**src/design/ahb_slv_pkg.sv**
```systemverilog
package ahb_slv_pkg;

  localparam int ADDR_W    = 32;
  localparam int DATA_W    = 32;
  localparam int MEM_BYTES = 256;
  localparam int MEM_AW    = 8;
  localparam int MAX_BEATS = 16;

  // Transfer type encodings
  typedef enum logic [1:0] {
    NONSEQ = 2'd0,
    SEQ    = 2'd1,
    BUSY   = 2'd2,
    IDLE   = 2'd3
  } trans_t;

  // Slave response, RETRY and SPLIT not supported
  typedef enum logic [1:0] {
    OKAY  = 2'd0,
    ERROR = 2'd1
  } resp_t;

  typedef enum logic [2:0] {
    SINGLE = 3'd0,
    INCR   = 3'd1,
    WRAP4  = 3'd2,
    INCR4  = 3'd3,
    WRAP8  = 3'd4,
    INCR8  = 3'd5,
    WRAP16 = 3'd6,
    INCR16 = 3'd7
  } burst_t;

  // Values 3 to 7 are illegal
  typedef enum logic [2:0] {
    BYTE = 3'd0,
    HALF = 3'd1,
    WORD = 3'd2
  } size_t;

  typedef logic [ADDR_W-1:0]               haddr_t;
  typedef logic [DATA_W-1:0]               data_t;
  typedef logic [MEM_AW-1:0]               mem_addr_t;
  typedef logic [$clog2(MAX_BEATS+1)-1:0]  beat_cnt_t;

  // Beats in a fixed-length burst, 0 for undefined INCR
  function automatic beat_cnt_t beats_of(input burst_t kind);
    case (kind)
      SINGLE:        beats_of = beat_cnt_t'(1);
      WRAP4, INCR4:  beats_of = beat_cnt_t'(4);
      WRAP8, INCR8:  beats_of = beat_cnt_t'(8);
      WRAP16, INCR16: beats_of = beat_cnt_t'(MAX_BEATS);
      default:       beats_of = '0;
    endcase
  endfunction

endpackage
```
**src/design/ahb_req_if.sv**
```systemverilog
`timescale 1ns/1ps

interface ahb_req_if;
  import ahb_slv_pkg::*;

  logic   sel;
  logic   write;
  trans_t trans;
  size_t  size;
  burst_t burst;
  haddr_t addr;
  data_t  wdata;

  modport src (
    output sel, write, trans, size, burst, addr, wdata
  );

  modport gen (
    input sel, write, trans, size, burst, addr, wdata
  );

  // Burst checker never looks at the data path
  modport chk (
    input sel, trans, size, burst, addr
  );

  modport mem (
    input write, wdata
  );

endinterface

```
**src/design/ahb_burst_check.sv**
```systemverilog
`timescale 1ns/1ps

module ahb_burst_check (
  input  logic   clk,
  input  logic   hrst,
  ahb_req_if.chk req,
  output logic   beat_err
);
  import ahb_slv_pkg::*;

  logic      open;
  logic      unbounded;
  beat_cnt_t remaining;

  logic      valid;
  logic      is_nonseq;
  logic      is_seq;
  logic      range_bad;
  logic      size_bad;
  logic      misaligned;
  logic      seq_bad;

  assign is_nonseq = req.trans == NONSEQ;
  assign is_seq    = req.trans == SEQ;
  assign valid     = req.sel && (is_nonseq || is_seq);

  // Address checks apply to NONSEQ only
  assign range_bad = is_nonseq && (req.addr >= haddr_t'(MEM_BYTES));
  assign size_bad  = req.size > WORD;

  always_comb begin
    misaligned = 1'b0;
    if (is_nonseq) begin
      case (req.size)
        HALF:    misaligned = req.addr[0];
        WORD:    misaligned = req.addr[1:0] != 2'b00;
        default: misaligned = 1'b0;
      endcase
    end
  end

  // No open burst, or a fixed burst already used up
  assign seq_bad = is_seq && (!open || (!unbounded && remaining == '0));

  assign beat_err = valid && (range_bad || size_bad || misaligned || seq_bad);

  always_ff @(posedge clk) begin
    if (!hrst) begin
      open      <= 1'b0;
      unbounded <= 1'b0;
      remaining <= '0;
    end else if (valid) begin
      if (beat_err) begin
        open <= 1'b0;
      end else if (is_nonseq) begin
        open      <= req.burst != SINGLE;
        unbounded <= req.burst == INCR;
        // Counts the SEQ beats still allowed
        remaining <= beats_of(req.burst) - beat_cnt_t'(1);
      end else if (!unbounded) begin
        remaining <= remaining - beat_cnt_t'(1);
      end
    end else if (req.sel && req.trans == IDLE) begin
      open <= 1'b0;
    end
    // BUSY falls through and keeps the burst as it is
  end

endmodule

```
**src/flat_wrapper.sv**
```systemverilog
// flat-port wrapper written by rule: the top's interface ports become plain ports
module ahb_burst_check_flat import ahb_slv_pkg::*;
  (clk, hrst, beat_err, req_sel, req_trans, req_size, req_burst, req_addr);
  ahb_req_if req_i ();
  input  logic clk;
  input  logic hrst;
  output logic beat_err;
  input wire logic [$bits(req_i.sel)-1:0] req_sel;
  input wire logic [$bits(req_i.trans)-1:0] req_trans;
  input wire logic [$bits(req_i.size)-1:0] req_size;
  input wire logic [$bits(req_i.burst)-1:0] req_burst;
  input wire logic [$bits(req_i.addr)-1:0] req_addr;
  assign req_i.sel = req_sel;
  assign req_i.trans = req_trans;
  assign req_i.size = req_size;
  assign req_i.burst = req_burst;
  assign req_i.addr = req_addr;
  ahb_burst_check u_core (.clk(clk), .hrst(hrst), .req(req_i), .beat_err(beat_err));
endmodule
```
**config.mk**
```make
export PLATFORM = sky130hd
export DESIGN_NAME = ahb_burst_check_flat
export DESIGN_NICKNAME = d
export VERILOG_FILES = /design/src/design/ahb_slv_pkg.sv /design/src/design/ahb_req_if.sv /design/src/design/ahb_burst_check.sv /design/src/flat_wrapper.sv
export SDC_FILE = /design/constraint.sdc
export NUM_CORES = 1
export LEC_CHECK = 0
export BUFFER_PORTS_ARGS = -buffer_cell sky130_fd_sc_hd__buf_2
export CAP_MARGIN = 20
export CORE_UTILIZATION = 39
export CTS_BUF_LIST = sky130_fd_sc_hd__clkbuf_4 sky130_fd_sc_hd__clkbuf_8 sky130_fd_sc_hd__clkbuf_16
export DETAILED_ROUTE_END_ITERATION = 10
export GPL_TIMING_DRIVEN = 0
export PLACE_DENSITY = 0.73
export SLEW_MARGIN = 20
export SYNTH_ARGS = -nofsm -noshare
export SYNTH_HDL_FRONTEND = slang
export SYNTH_SLANG_ARGS = --single-unit
```
**constraint.sdc**
```tcl
create_clock -name clk -period 2.6 [get_ports clk]
set_input_delay 0.39 -clock clk [delete_from_list [all_inputs] [get_ports clk]]
set_output_delay 0.39 -clock clk [all_outputs]
set_load 0.1 [all_outputs]
```
==> impl_metrics.ini <==
[outcome]
status = finished, final reports clean

[detailed_routing]
wl_met3_um = 114
drt-met1-wl_um = 763
vias_per_cell = 5.582
drtPass1Iterations = 4
drt_iter0_markers = 17
wl_met2_um = 984
drtAntennaViolNets = 0
wl_per_cell_um = 11.84
drt-total-wl_mm = 1.870
top_layer = met4
vias = 882
drc = 0

[worst_setup_path]
worstSetupPathType = register to output pin
crit_cells = 6
reg2reg_from = u_core.remaining[2]$_SDFFE_PN0P_
cp-end-kind = output pin
path_cells = or4_1 -> nor3_1 -> a21oi_1 -> nand2_1 -> and2_1 -> clkbuf_4
worstPathArrival_ns = 2.07
critPathLaunchType = register
crit_end = beat_err
crit_start = u_core.remaining[3]$_SDFFE_PN0P_
slowest_stage = or4_1
reg2reg_depth = 5
r2r_slack_ns = 0.80
cp_top_family = simple AND/OR/NAND/NOR gates
cp_data_required_time_ns = 2.21
critPathMaxFanout = 4
max_stage_delay_ns = 0.59
reg2reg_to = u_core.remaining[1]$_SDFFE_PN0P_
critPathBufInv = 1

[grt]
grt_max_degree = 10
grt_pass1_wl_mm = 3.077
grt_pass1_vias = 774
grt_overflow_total = 0
track_usage = 0.2059
antenna_found_initial = 0

[sta]
period_needed_ns = 2.456
whs_ns = 0.4168
finalWorstSetupSlack_ns = 0.1444
setup_viol_count_final = 0
max_slew_margin = 0.6055
clock.fmax_mhz = 407.2
finClkSkew_ns = 0.01187
slew_violations = 0
rsz0062_at_grt = false
timing.final.crit_share = 0.9445
tns_ns = 0
hold_viol = 0
worst_pin_slew_ns = 0.5902

[finish]
area_growth_pct = 34.80
finalCoreUtilization = 0.5720
drive_gt1_frac = 0.3910
fin_area_um2 = 998.5
antennaDiodeCount = 0
final_cells = 158
layout.nets = 178

[yosys]
synthTopCellsByArea = dfxtp_1 (19%), nor4_2 (6.8%), nor4_4 (5.7%)
synth_commonest_cells = nand2_1 (11), a21oi_1 (7), dfxtp_1 (7), nor2_1 (7), nand3_1 (6)
yosysMostFrequentCell = nand2_1
synth_top_area_frac = 0.1892
ys_seq_elements = 7
yosys.area.top_type = dfxtp_1
synth.avg_cell_area_um2 = 8.051
synth_warnings = 0
synthArstFlopShare = 0
yosysSeqAreaShare = 0.1892
syn_inst = 92
ys.flop_type = dfxtp_1
syn_nets = 136
synth_edf_count = 0
synth_area_um2 = 740.7
yosys.cell_types.count = 43

[floorplanning]
io_pins = 44
initial_utilization = 0.4244
core-area_um2 = 1745
die_y_um = 45.58
dieArea_um2 = 2078
num_rows = 15
die_x_um = 45.58

[power_and_ir_drop]
finalPower_mw = 0.3593
p_leak_nw = 0.4038
max-vdd-ir-drop_mv = 0.2500
powerDensity_nw_per_um2 = 359.8

[clock_tree]
clk_latency_ns = 0.27
htreeDepth = 1
cts_tree = yes
clk_path_buf_depth = 2
postCtsHoldBufs = 0
cts_sinks = 7
cts_resized = 0
clkSlewWorstSetupHoldPaths_ns = 0.06
root_buffer = clkbuf_4
post_cts_buffers = 0
cts_buffers = 3

[place]
portBuffers = 37
place_area_um2 = 957.2
gp_congestion = 0.8446
post-place-cells = 154
place_ws_ns = 0.07973
place_hpwl_mm = 1.550

[job]
drv_cap = 0

[hold_path]
min_path_type = input port to register
## layout by cell type, fill, tap and decap left out, types with 2 or more instances in the layout
cell,instances
nand2_1,11
nand3_1,6
and2_1,3
nand2b_1,2
clkbuf_4,5
nor4_2,4
nor2_1,7
o21ai_1,2
a21oi_1,7
o21ai_0,2
a31oi_1,2
buf_2,36
nor3_1,2
dfxtp_1,7
nor4_4,2
inv_1,4
or3_1,2
or4_1,2
## state kept, by name, indices dropped and copies added (netlist names)
signal,cells
u_core.remaining,5
u_core.open,1
u_core.unbounded,1
## cells by family after synthesis
| group | share of synthesized area |
|---|---|
| AND/OR/NAND/NOR | 0.4882 |
| AO/OA/AOI/OAI | 0.2669 |
| flip-flops | 0.1892 |
| buffers and inverters | 0.02533 |
| multiplexers | 0.01351 |
| adder cells (fa/ha/maj) | 0.01689 |
## worst register-to-register path, stage by stage, from the launching register on
cell and delay (ns):
dfxtp_1 0.40, or4_1 0.19, o21bai_1 0.11, a2111oi_4 0.61
a21oi_1 0.14, a311oi_1 0.25
## routing by layer
metal | up-vias | track usage
met5 | - | 0
met4 | 0 | 0.03636
met3 | 2 | 0.07143
met2 | 32 | 0.3743
met1 | 406 | 0.2302
li1 | 442 | -
## how the worst min path moves through the flow
stage / slack, ns / cells after the start / endpoint / start
6_report: 0.42 / 2 / u_core.remaining[4]$_SDFFE_PN0P_ / hrst
2_1_floorplan: 0.46 / 2 / u_core.remaining[0]$_SDFFE_PN0P_ / u_core.remaining[0]$_SDFFE_PN0P_
3_5_place_dp: 0.49 / 2 / u_core.open$_SDFFE_PN0P_ / u_core.open$_SDFFE_PN0P_
4_1_cts: 0.42 / 2 / u_core.remaining[4]$_SDFFE_PN0P_ / hrst
3_3_place_gp: 0.48 / 2 / u_core.remaining[0]$_SDFFE_PN0P_ / u_core.remaining[0]$_SDFFE_PN0P_
5_1_grt: 0.41 / 2 / u_core.remaining[4]$_SDFFE_PN0P_ / hrst
## where the power goes
group	switching [mW]	internal, mW	leakage [nW]	total, mW
sequential	0.00581	0.113	0.0567	0.118
combinational	0.0710	0.0552	0.329	0.126
clock	0.0453	0.0693	0.0184	0.115
total	0.122	0.237	0.404	0.359
## area by class of cell
type,count,area [µm²]
timing repair buffer,37,187.7
buffer,1,3.754
fill,172,747.0
inverter,4,15.01
clock buffer,4,30.03
sequential,7,140.1
multi-input combinational,80,590.6
tap,25,31.28
(Power assumes the default switching activity.)
