--- config.mk ---
export PLATFORM = sky130hd
export DESIGN_NAME = ahb_addr_gen_flat
export DESIGN_NICKNAME = d
export VERILOG_FILES = /design/src/design/ahb_slv_pkg.sv /design/src/design/ahb_beat_if.sv /design/src/design/ahb_req_if.sv /design/src/design/ahb_addr_gen.sv /design/src/flat_wrapper.sv
export SDC_FILE = /design/constraint.sdc
export NUM_CORES = 1
export LEC_CHECK = 0
export ABC_AREA = 1
export BUFFER_PORTS_ARGS = -buffer_cell sky130_fd_sc_hd__buf_2
export CORE_UTILIZATION = 30
export CTS_CLUSTER_SIZE = 10
export DETAILED_ROUTE_END_ITERATION = 10
export GPL_TIMING_DRIVEN = 0
export SLEW_MARGIN = 25
export SYNTH_ARGS = -nofsm -noshare
export SYNTH_HDL_FRONTEND = slang
export SYNTH_SLANG_ARGS = --single-unit
--- constraint.sdc ---
create_clock -name clk -period 3.85 [get_ports clk]
set_input_delay 0.77 -clock clk [delete_from_list [all_inputs] [get_ports clk]]
set_output_delay 0.77 -clock clk [all_outputs]
set_load 0.1 [all_outputs]
--- src/design/ahb_slv_pkg.sv ---
package ahb_slv_pkg;

  localparam int ADDR_W    = 32;
  localparam int DATA_W    = 32;
  localparam int MEM_BYTES = 256;
  localparam int MEM_AW    = 8;
  localparam int MAX_BEATS = 16;

  // Transfer type encodings
  typedef enum logic [1:0] {
    NONSEQ = 2'd0,
    SEQ    = 2'd1,
    BUSY   = 2'd2,
    IDLE   = 2'd3
  } trans_t;

  // Slave response, RETRY and SPLIT not supported
  typedef enum logic [1:0] {
    OKAY  = 2'd0,
    ERROR = 2'd1
  } resp_t;

  typedef enum logic [2:0] {
    SINGLE = 3'd0,
    INCR   = 3'd1,
    WRAP4  = 3'd2,
    INCR4  = 3'd3,
    WRAP8  = 3'd4,
    INCR8  = 3'd5,
    WRAP16 = 3'd6,
    INCR16 = 3'd7
  } burst_t;

  // Values 3 to 7 are illegal
  typedef enum logic [2:0] {
    BYTE = 3'd0,
    HALF = 3'd1,
    WORD = 3'd2
  } size_t;

  typedef logic [ADDR_W-1:0]               haddr_t;
  typedef logic [DATA_W-1:0]               data_t;
  typedef logic [MEM_AW-1:0]               mem_addr_t;
  typedef logic [$clog2(MAX_BEATS+1)-1:0]  beat_cnt_t;

  // Beats in a fixed-length burst, 0 for undefined INCR
  function automatic beat_cnt_t beats_of(input burst_t kind);
    case (kind)
      SINGLE:        beats_of = beat_cnt_t'(1);
      WRAP4, INCR4:  beats_of = beat_cnt_t'(4);
      WRAP8, INCR8:  beats_of = beat_cnt_t'(8);
      WRAP16, INCR16: beats_of = beat_cnt_t'(MAX_BEATS);
      default:       beats_of = '0;
    endcase
  endfunction

endpackage
--- src/design/ahb_beat_if.sv ---
`timescale 1ns/1ps

interface ahb_beat_if;
  import ahb_slv_pkg::*;

  // One-cycle strobe per accepted beat
  logic      valid;
  mem_addr_t offset;
  size_t     nbytes;
  logic      write;
  data_t     wdata;

  modport gen (
    output valid, offset, nbytes, write, wdata
  );

  modport mem (
    input valid, offset, nbytes, write, wdata
  );

endinterface

--- src/design/ahb_req_if.sv ---
`timescale 1ns/1ps

interface ahb_req_if;
  import ahb_slv_pkg::*;

  logic   sel;
  logic   write;
  trans_t trans;
  size_t  size;
  burst_t burst;
  haddr_t addr;
  data_t  wdata;

  modport src (
    output sel, write, trans, size, burst, addr, wdata
  );

  modport gen (
    input sel, write, trans, size, burst, addr, wdata
  );

  // Burst checker never looks at the data path
  modport chk (
    input sel, trans, size, burst, addr
  );

  modport mem (
    input write, wdata
  );

endinterface

--- src/design/ahb_addr_gen.sv ---
`timescale 1ns/1ps

module ahb_addr_gen (
  input  logic       clk,
  input  logic       hrst,
  ahb_req_if.gen     req,
  ahb_beat_if.gen    beat
);
  import ahb_slv_pkg::*;

  mem_addr_t next_off;
  mem_addr_t cur_off;
  mem_addr_t incr_off;
  mem_addr_t step;
  mem_addr_t wrap_mask;
  mem_addr_t step_off;
  logic      is_wrap;
  logic      beat_valid;

  assign beat_valid = req.sel && (req.trans == NONSEQ || req.trans == SEQ);

  always_comb begin
    case (req.size)
      BYTE:    step = mem_addr_t'(1);
      HALF:    step = mem_addr_t'(2);
      default: step = mem_addr_t'(4);
    endcase
  end

  assign is_wrap = (req.burst == WRAP4) || (req.burst == WRAP8) ||
                   (req.burst == WRAP16);

  // Wrap block is beats x bytes, aligned to its own size
  assign wrap_mask = mem_addr_t'(mem_addr_t'(beats_of(req.burst)) * step - 8'd1);

  // SEQ beats ignore haddr and follow the stored offset
  assign cur_off  = (req.trans == NONSEQ) ? req.addr[MEM_AW-1:0] : next_off;
  assign incr_off = cur_off + step;

  always_comb begin
    if (is_wrap) begin
      step_off = (cur_off & ~wrap_mask) | (incr_off & wrap_mask);
    end else begin
      // Runs past the top wrap to offset 0
      step_off = incr_off;
    end
  end

  always_ff @(posedge clk) begin
    if (!hrst) begin
      next_off <= '0;
    end else if (beat_valid) begin
      next_off <= step_off;
    end
  end

  assign beat.valid  = beat_valid;
  assign beat.offset = cur_off;
  assign beat.nbytes = req.size;
  assign beat.write  = req.write;
  assign beat.wdata  = req.wdata;

endmodule

--- src/flat_wrapper.sv ---
// flat-port wrapper written by rule: the top's interface ports become plain ports
module ahb_addr_gen_flat import ahb_slv_pkg::*;
  (clk, hrst, req_sel, req_write, req_trans, req_size, req_burst, req_addr, req_wdata, beat_valid, beat_offset, beat_nbytes, beat_write, beat_wdata);
  ahb_req_if req_i ();
  ahb_beat_if beat_i ();
  input  logic clk;
  input  logic hrst;
  input wire logic [$bits(req_i.sel)-1:0] req_sel;
  input wire logic [$bits(req_i.write)-1:0] req_write;
  input wire logic [$bits(req_i.trans)-1:0] req_trans;
  input wire logic [$bits(req_i.size)-1:0] req_size;
  input wire logic [$bits(req_i.burst)-1:0] req_burst;
  input wire logic [$bits(req_i.addr)-1:0] req_addr;
  input wire logic [$bits(req_i.wdata)-1:0] req_wdata;
  output wire logic [$bits(beat_i.valid)-1:0] beat_valid;
  output wire logic [$bits(beat_i.offset)-1:0] beat_offset;
  output wire logic [$bits(beat_i.nbytes)-1:0] beat_nbytes;
  output wire logic [$bits(beat_i.write)-1:0] beat_write;
  output wire logic [$bits(beat_i.wdata)-1:0] beat_wdata;
  assign req_i.sel = req_sel;
  assign req_i.write = req_write;
  assign req_i.trans = req_trans;
  assign req_i.size = req_size;
  assign req_i.burst = req_burst;
  assign req_i.addr = req_addr;
  assign req_i.wdata = req_wdata;
  assign beat_valid = beat_i.valid;
  assign beat_offset = beat_i.offset;
  assign beat_nbytes = beat_i.nbytes;
  assign beat_write = beat_i.write;
  assign beat_wdata = beat_i.wdata;
  ahb_addr_gen u_core (.clk(clk), .hrst(hrst), .req(req_i), .beat(beat_i));
endmodule
==> impl_metrics.ini, run 1 <==
[final_layout]
largest_reg_flops = 8
final_cells = 370
mostFrequentLayoutCell = buf_2
final_cell_mix = 63 x buf_2, 52 x nand2_1, 47 x inv_1
diodes = 0
fillers = 551
layout-drive-gt1-share = 0.380
design_area_um2 = 1930
top_register = u_core.next_off
reg_top3 = u_core.next_off x8
nets = 398
syn_to_final_growth_pct = 29.6

[timing]
hold_viol = 0
relSlewSlack = 0.645
finalSetupViolations = 0
slew_viol_final = 0
fin_tns_setup_ns = 0
layout_min_cycle_time_ns = 3.22
finClkSkew_ns = 0.00189
rsz0062_at_grt = false
worst_pin_slew_ns = 0.532
fin_crit_sh = 0.835
max_freq_ghz = 0.311

[clock_tree]
hold_buffers = 0
cts_tree = built
cts_buffer_depth = 2
clock_sinks = 8
htreeDepth = 1
cts_setup_buffers = 0
clk_pin_slew_worst_paths_ns = 0.04
root_buffer = clkbuf_8
cts_made_buffers = 3
cts_resized = 0
insertion_delay_ns = 0.23

[global_routing]
grt_pass1_wl_mm = 5.02
grt_pass1_vias = 1311
grt_max_degree = 11
grt.overflow.total = 0
antenna_found_initial = 0
grt_util_all_layers = 0.120

[logic_synthesis]
netlist_area_um2 = 1490
ys.warnings.count = 0
yosys.area.top_type = buf_4
netlist_top_cells_area = buf_4 18%, nand2_1 13%, inv_1 12%, ha_1 11%, dfxtp_1 11%
postSynthCellCount = 237
synth-seq-area-share = 0.107
synth.top_cell.area_share = 0.181
synth_seq_cells = 8
avgSynthCellArea_um2 = 6.29
synth_nets = 330
synthDistinctLibCells = 25

[placement]
port_buffers = 63
hpwl_mm = 2.75
gp_congestion = 0.790
dpl.cell_count = 367
placed_area_um2 = 1890

[routing]
via_count = 1530
drt_wl_total_mm = 3.10
wl_per_cell_um = 8.39
ant_nets = 0
first_iter_violations = 28
vias_per_cell = 4.14
first_pass_iters = 4
route.detailed.drc = 0

[setup_path]
rr_endpoint = u_core.next_off[7]$_SDFFE_PN0P_
cp-end-kind = register
critPathLaunch = req_size[2]
rr_worst_depth = 12
cp.required_ns = 3.98
critPathMaxFanout = 4
start_kind = input pin
crit_type = input pin to register
r2r_slack_ns = 1.96
r2r-start = u_core.next_off[1]$_SDFFE_PN0P_
cp.arrival_ns = 3.35
setup.worst_path.end = u_core.next_off[5]$_SDFFE_PN0P_

[status]
outcome = complete, no violations

[power]
p_per_area_nw_per_um2 = 299
vdd_drop_max_mv = 0.229
total_leakage_power_nw = 1.14

[floorplan]
die_x_um = 72.5
initial_core_util = 0.313
io_pins = 121
die_height_um = 72.5
die_area_um2 = 5250
core_um2 = 4750
rows = 25

[worst_hold_path]
hp-class = register to register

[run]
drv_cap = 0
[worst min-delay path by stage]
stage                                    start                               to  slack (ns)  depth (start not counted)
3_5_place_dp   u_core.next_off[2]$_SDFFE_PN0P_  u_core.next_off[2]$_SDFFE_PN0P_        0.46                          2
4_1_cts        u_core.next_off[2]$_SDFFE_PN0P_  u_core.next_off[2]$_SDFFE_PN0P_        0.47                          2
5_1_grt        u_core.next_off[1]$_SDFFE_PN0P_  u_core.next_off[1]$_SDFFE_PN0P_        0.50                          2
2_1_floorplan  u_core.next_off[1]$_SDFFE_PN0P_  u_core.next_off[1]$_SDFFE_PN0P_        0.44                          2
3_3_place_gp   u_core.next_off[2]$_SDFFE_PN0P_  u_core.next_off[2]$_SDFFE_PN0P_        0.45                          2
6_report       u_core.next_off[2]$_SDFFE_PN0P_  u_core.next_off[2]$_SDFFE_PN0P_        0.46                          2
[cells by family after synthesis]
logic type	after synthesis	synth area share
compound gates	25	0.0982
xor+xnor	2	0.0118
fa+ha+maj	17	0.163
buf+inv	85	0.315
flops	8	0.107
mux	1	0.00756
simple gates	99	0.297
[per-stage QoR]
stage	hold slack (ns)	setup WS [ns]	utilization	power [mW]
3_3_place_gp	0.455	0.402	0.397	0.474
5_1_grt	0.497	0.351	0.406	0.609
2_1_floorplan	0.442	0.756	-	0.422
4_1_cts	0.468	0.608	0.406	0.581
3_5_place_dp	0.462	0.381	0.397	0.476
6_report	0.460	0.634	0.406	0.576
[Yosys cell counts, drive strengths merged]
library cell	instances
nand2	56
inv	47
buf	38
nor2	24
nand3	16
ha	13
o21ai	13
a21oi	8
dfxtp	8
fa	4
nand3b	2
o21bai	2
mux2	1
nor3	1
o211ai	1
o21a	1
xnor2	1
xor2	1
[critical path: stages]
cell and delay, ns:
buf_2 0.10, nor2_1 0.17, nand2_1 0.14, inv_1 0.15
nand2_1 0.07, ha_1 0.30, fa_1 0.54, inv_1 0.04
ha_1 0.30, inv_1 0.06, nand2_1 0.08, nand2_1 0.07
o21ai_0 0.25, nand2_1 0.09, nand2_1 0.07, nand3_1 0.06
nand2_1 0.06, inv_1 0.03
[routing by layer]
metal,part of all wire,track usage,vias to the layer above
met5,0,0,-
met2,0.48,0.220,55
met3,0.052,0.00556,5
met4,0.019,0.0654,0
met1,0.45,0.141,648
li1,-,-,822
[power by group]
group | internal [mW] | total, mW | switching [mW]
clock network | 0.0679 | 0.103 | 0.0354
registers | 0.0889 | 0.0914 | 0.00250
logic | 0.0898 | 0.382 | 0.292
[final cells by class]
class | count | area [um^2] | share of cell area
buffer | 38 | 293 | 0.152
clock buffer | 3 | 41.3 | 0.0214
inverter | 47 | 176 | 0.0914
multi-input combinational | 144 | 861 | 0.446
sequential | 8 | 160 | 0.0830
tap | 67 | 83.8 | 0.0434
timing repair buffer | 63 | 315 | 0.163
(Power assumes the default switching activity.)
==> inputs of run 2 (changes only) <==
PLACE_DENSITY = 0.67   (was unset)
clock period = 2.72 ns   (was 3.85 ns; I/O delays follow)
==> impl_metrics.ini, run 2 (synthesis results as in run 1) <==
[status]
outcome = complete, no violations

[setup_path]
max_stage_delay_ns = 0.53
path_cells = buf_4 -> nor2_4 -> nand2_4 -> nor2_1 -> inv_1 -> fa_1 -> inv_2 -> ha_4 -> inv_2 -> nand2_2 -> nand3_2 -> nand2_1 -> nand2_1 -> nand3_2 -> nand2_1 -> nand2_1 -> nand3_2 -> nand2_1 -> inv_1
r2r_slack_ns = 0.83
cp.arrival_ns = 2.77
cp-end-kind = register
critPathMaxFanout = 3
rr_worst_depth = 12
cp.required_ns = 2.85
critical_path_buf_inv_count = 5
rr_endpoint = u_core.next_off[7]$_SDFFE_PN0P_
start_kind = input pin
slowest_stage = fa_1
crit_family = simple AND/OR/NAND/NOR gates
crit_path_frequent_cell = nand2_1
r2r-start = u_core.next_off[1]$_SDFFE_PN0P_
crit_type = input pin to register

[timing]
slew_viol_final = 0
fin_tns_setup_ns = 0
layout_min_cycle_time_ns = 2.64
rsz0062_at_grt = true
fin_crit_sh = 0.971
finClkSkew_ns = 0.000901
hold_viol = 0
relSlewSlack = 0.669
worst_pin_slew_ns = 0.492
max_freq_ghz = 0.379
timing.final.ws_setup_ns = 0.0797
finalSetupViolations = 0
holdWs_ns = 0.460

[routing]
vias_per_cell = 4.22
via_count = 1590
first_iter_violations = 51
first_pass_iters = 4
route.detailed.drc = 0
ant_nets = 0
wl_per_cell_um = 9.71
drt_wl_total_mm = 3.66

[final_layout]
design_area_um2 = 2160
nets = 405
top_register = u_core.next_off
final_cell_mix = 61 x buf_2, 46 x nand2_1, 43 x buf_4
fin_util = 0.455
mostFrequentLayoutCell = buf_2
reg_top3 = u_core.next_off x8
layout-drive-gt1-share = 0.500
syn_to_final_growth_pct = 45.2
largest_reg_flops = 8
diodes = 0
final_cells = 377
fillers = 494

[placement]
gp_congestion = 0.760
place_ws_ns = -0.318
placed_area_um2 = 1920
dpl.cell_count = 367
hpwl_mm = 2.66
port_buffers = 63

[global_routing]
use_met1 = 0.145
grt.overflow.total = 0
grt-busiest-layer = met2
grt_util_all_layers = 0.121
grt_pass1_wl_mm = 5.16
grt_use_met2 = 0.223
grt_max_degree = 11
antenna_found_initial = 0
grt_pass1_vias = 1266
grt_util_met3 = 0.0125

[worst_hold_path]
min-delay-start = u_core.next_off[1]$_SDFFE_PN0P_
holdPathEnd = u_core.next_off[1]$_SDFFE_PN0P_
holdPathStages = 2
hp-class = register to register

[clock_tree]
cts_made_buffers = 3
root_buffer = clkbuf_8
cts_buffer_depth = 2
insertion_delay_ns = 0.23
cts_tree = built
clock_sinks = 8
hold_buffers = 0
clk_pin_slew_worst_paths_ns = 0.04
htreeDepth = 1

[floorplan]
die_area_um2 = 5250
core_um2 = 4750
io_pins = 121
rows = 25
initial_core_util = 0.313
die_height_um = 72.5
die_x_um = 72.5

[power]
finalPower_mw = 0.874
total_leakage_power_nw = 1.20
vdd_drop_max_mv = 0.268
p_per_area_nw_per_um2 = 404

[run]
drv_cap = 0
==> run 2: area by class of cell <==
| type | instances | area (um^2) | share of cell area |
|---|---|---|---|
| flip-flops and latches | 8 | 160 | 0.0740 |
| multi-input cells | 144 | 1020 | 0.473 |
| well taps | 67 | 83.8 | 0.0388 |
| repair buffers | 70 | 380 | 0.176 |
| clock buffers | 3 | 41.3 | 0.0191 |
| plain buffers | 38 | 293 | 0.135 |
| inverters | 47 | 181 | 0.0839 |
==> run 2: how the worst max path moves through the flow <==
stage	endpoint	from	cells after the start
after floorplan	u_core.next_off[6]$_SDFFE_PN0P_	req_size[2]	18
after global placement	u_core.next_off[7]$_SDFFE_PN0P_	req_size[2]	19
after global routing	u_core.next_off[6]$_SDFFE_PN0P_	req_size[1]	19
after CTS	u_core.next_off[5]$_SDFFE_PN0P_	req_size[1]	19
final	u_core.next_off[7]$_SDFFE_PN0P_	req_size[1]	19
after detailed placement	u_core.next_off[5]$_SDFFE_PN0P_	req_size[2]	18
==> run 2: worst min-delay path, cell delays in order (launching register included) <==
cell and delay (ns):
dfxtp_1 0.30, nand2_1 0.06, a21oi_1 0.06
==> run 2: report_power, final <==
part	switching (mW)	total, mW	internal, mW	leakage [nW]
clock	0.0508	0.147	0.0963	0.0216
combinational	0.441	0.598	0.157	1.12
sequential	0.00362	0.129	0.126	0.0658
total	0.495	0.874	0.379	1.20
==> run 2: timing repair <==
| item | 4_1_cts | 5_1_grt |
|---|---|---|
| pin swaps | 2 | 18 |
| setup endpoints to repair | 4 | 5 |
| buffers inserted | 2 | 5 |
| resized for setup | 7 | 32 |
| endpoints found under the hold margin | 0 | 0 |
==> run 2: metal layers <==
| layer | wire length [um] | part of all wire |
|---|---|---|
| met1 | 1530 | 0.42 |
| met2 | 1910 | 0.52 |
| met3 | 175 | 0.048 |
| met4 | 48 | 0.013 |
| met5 | 0 | 0 |
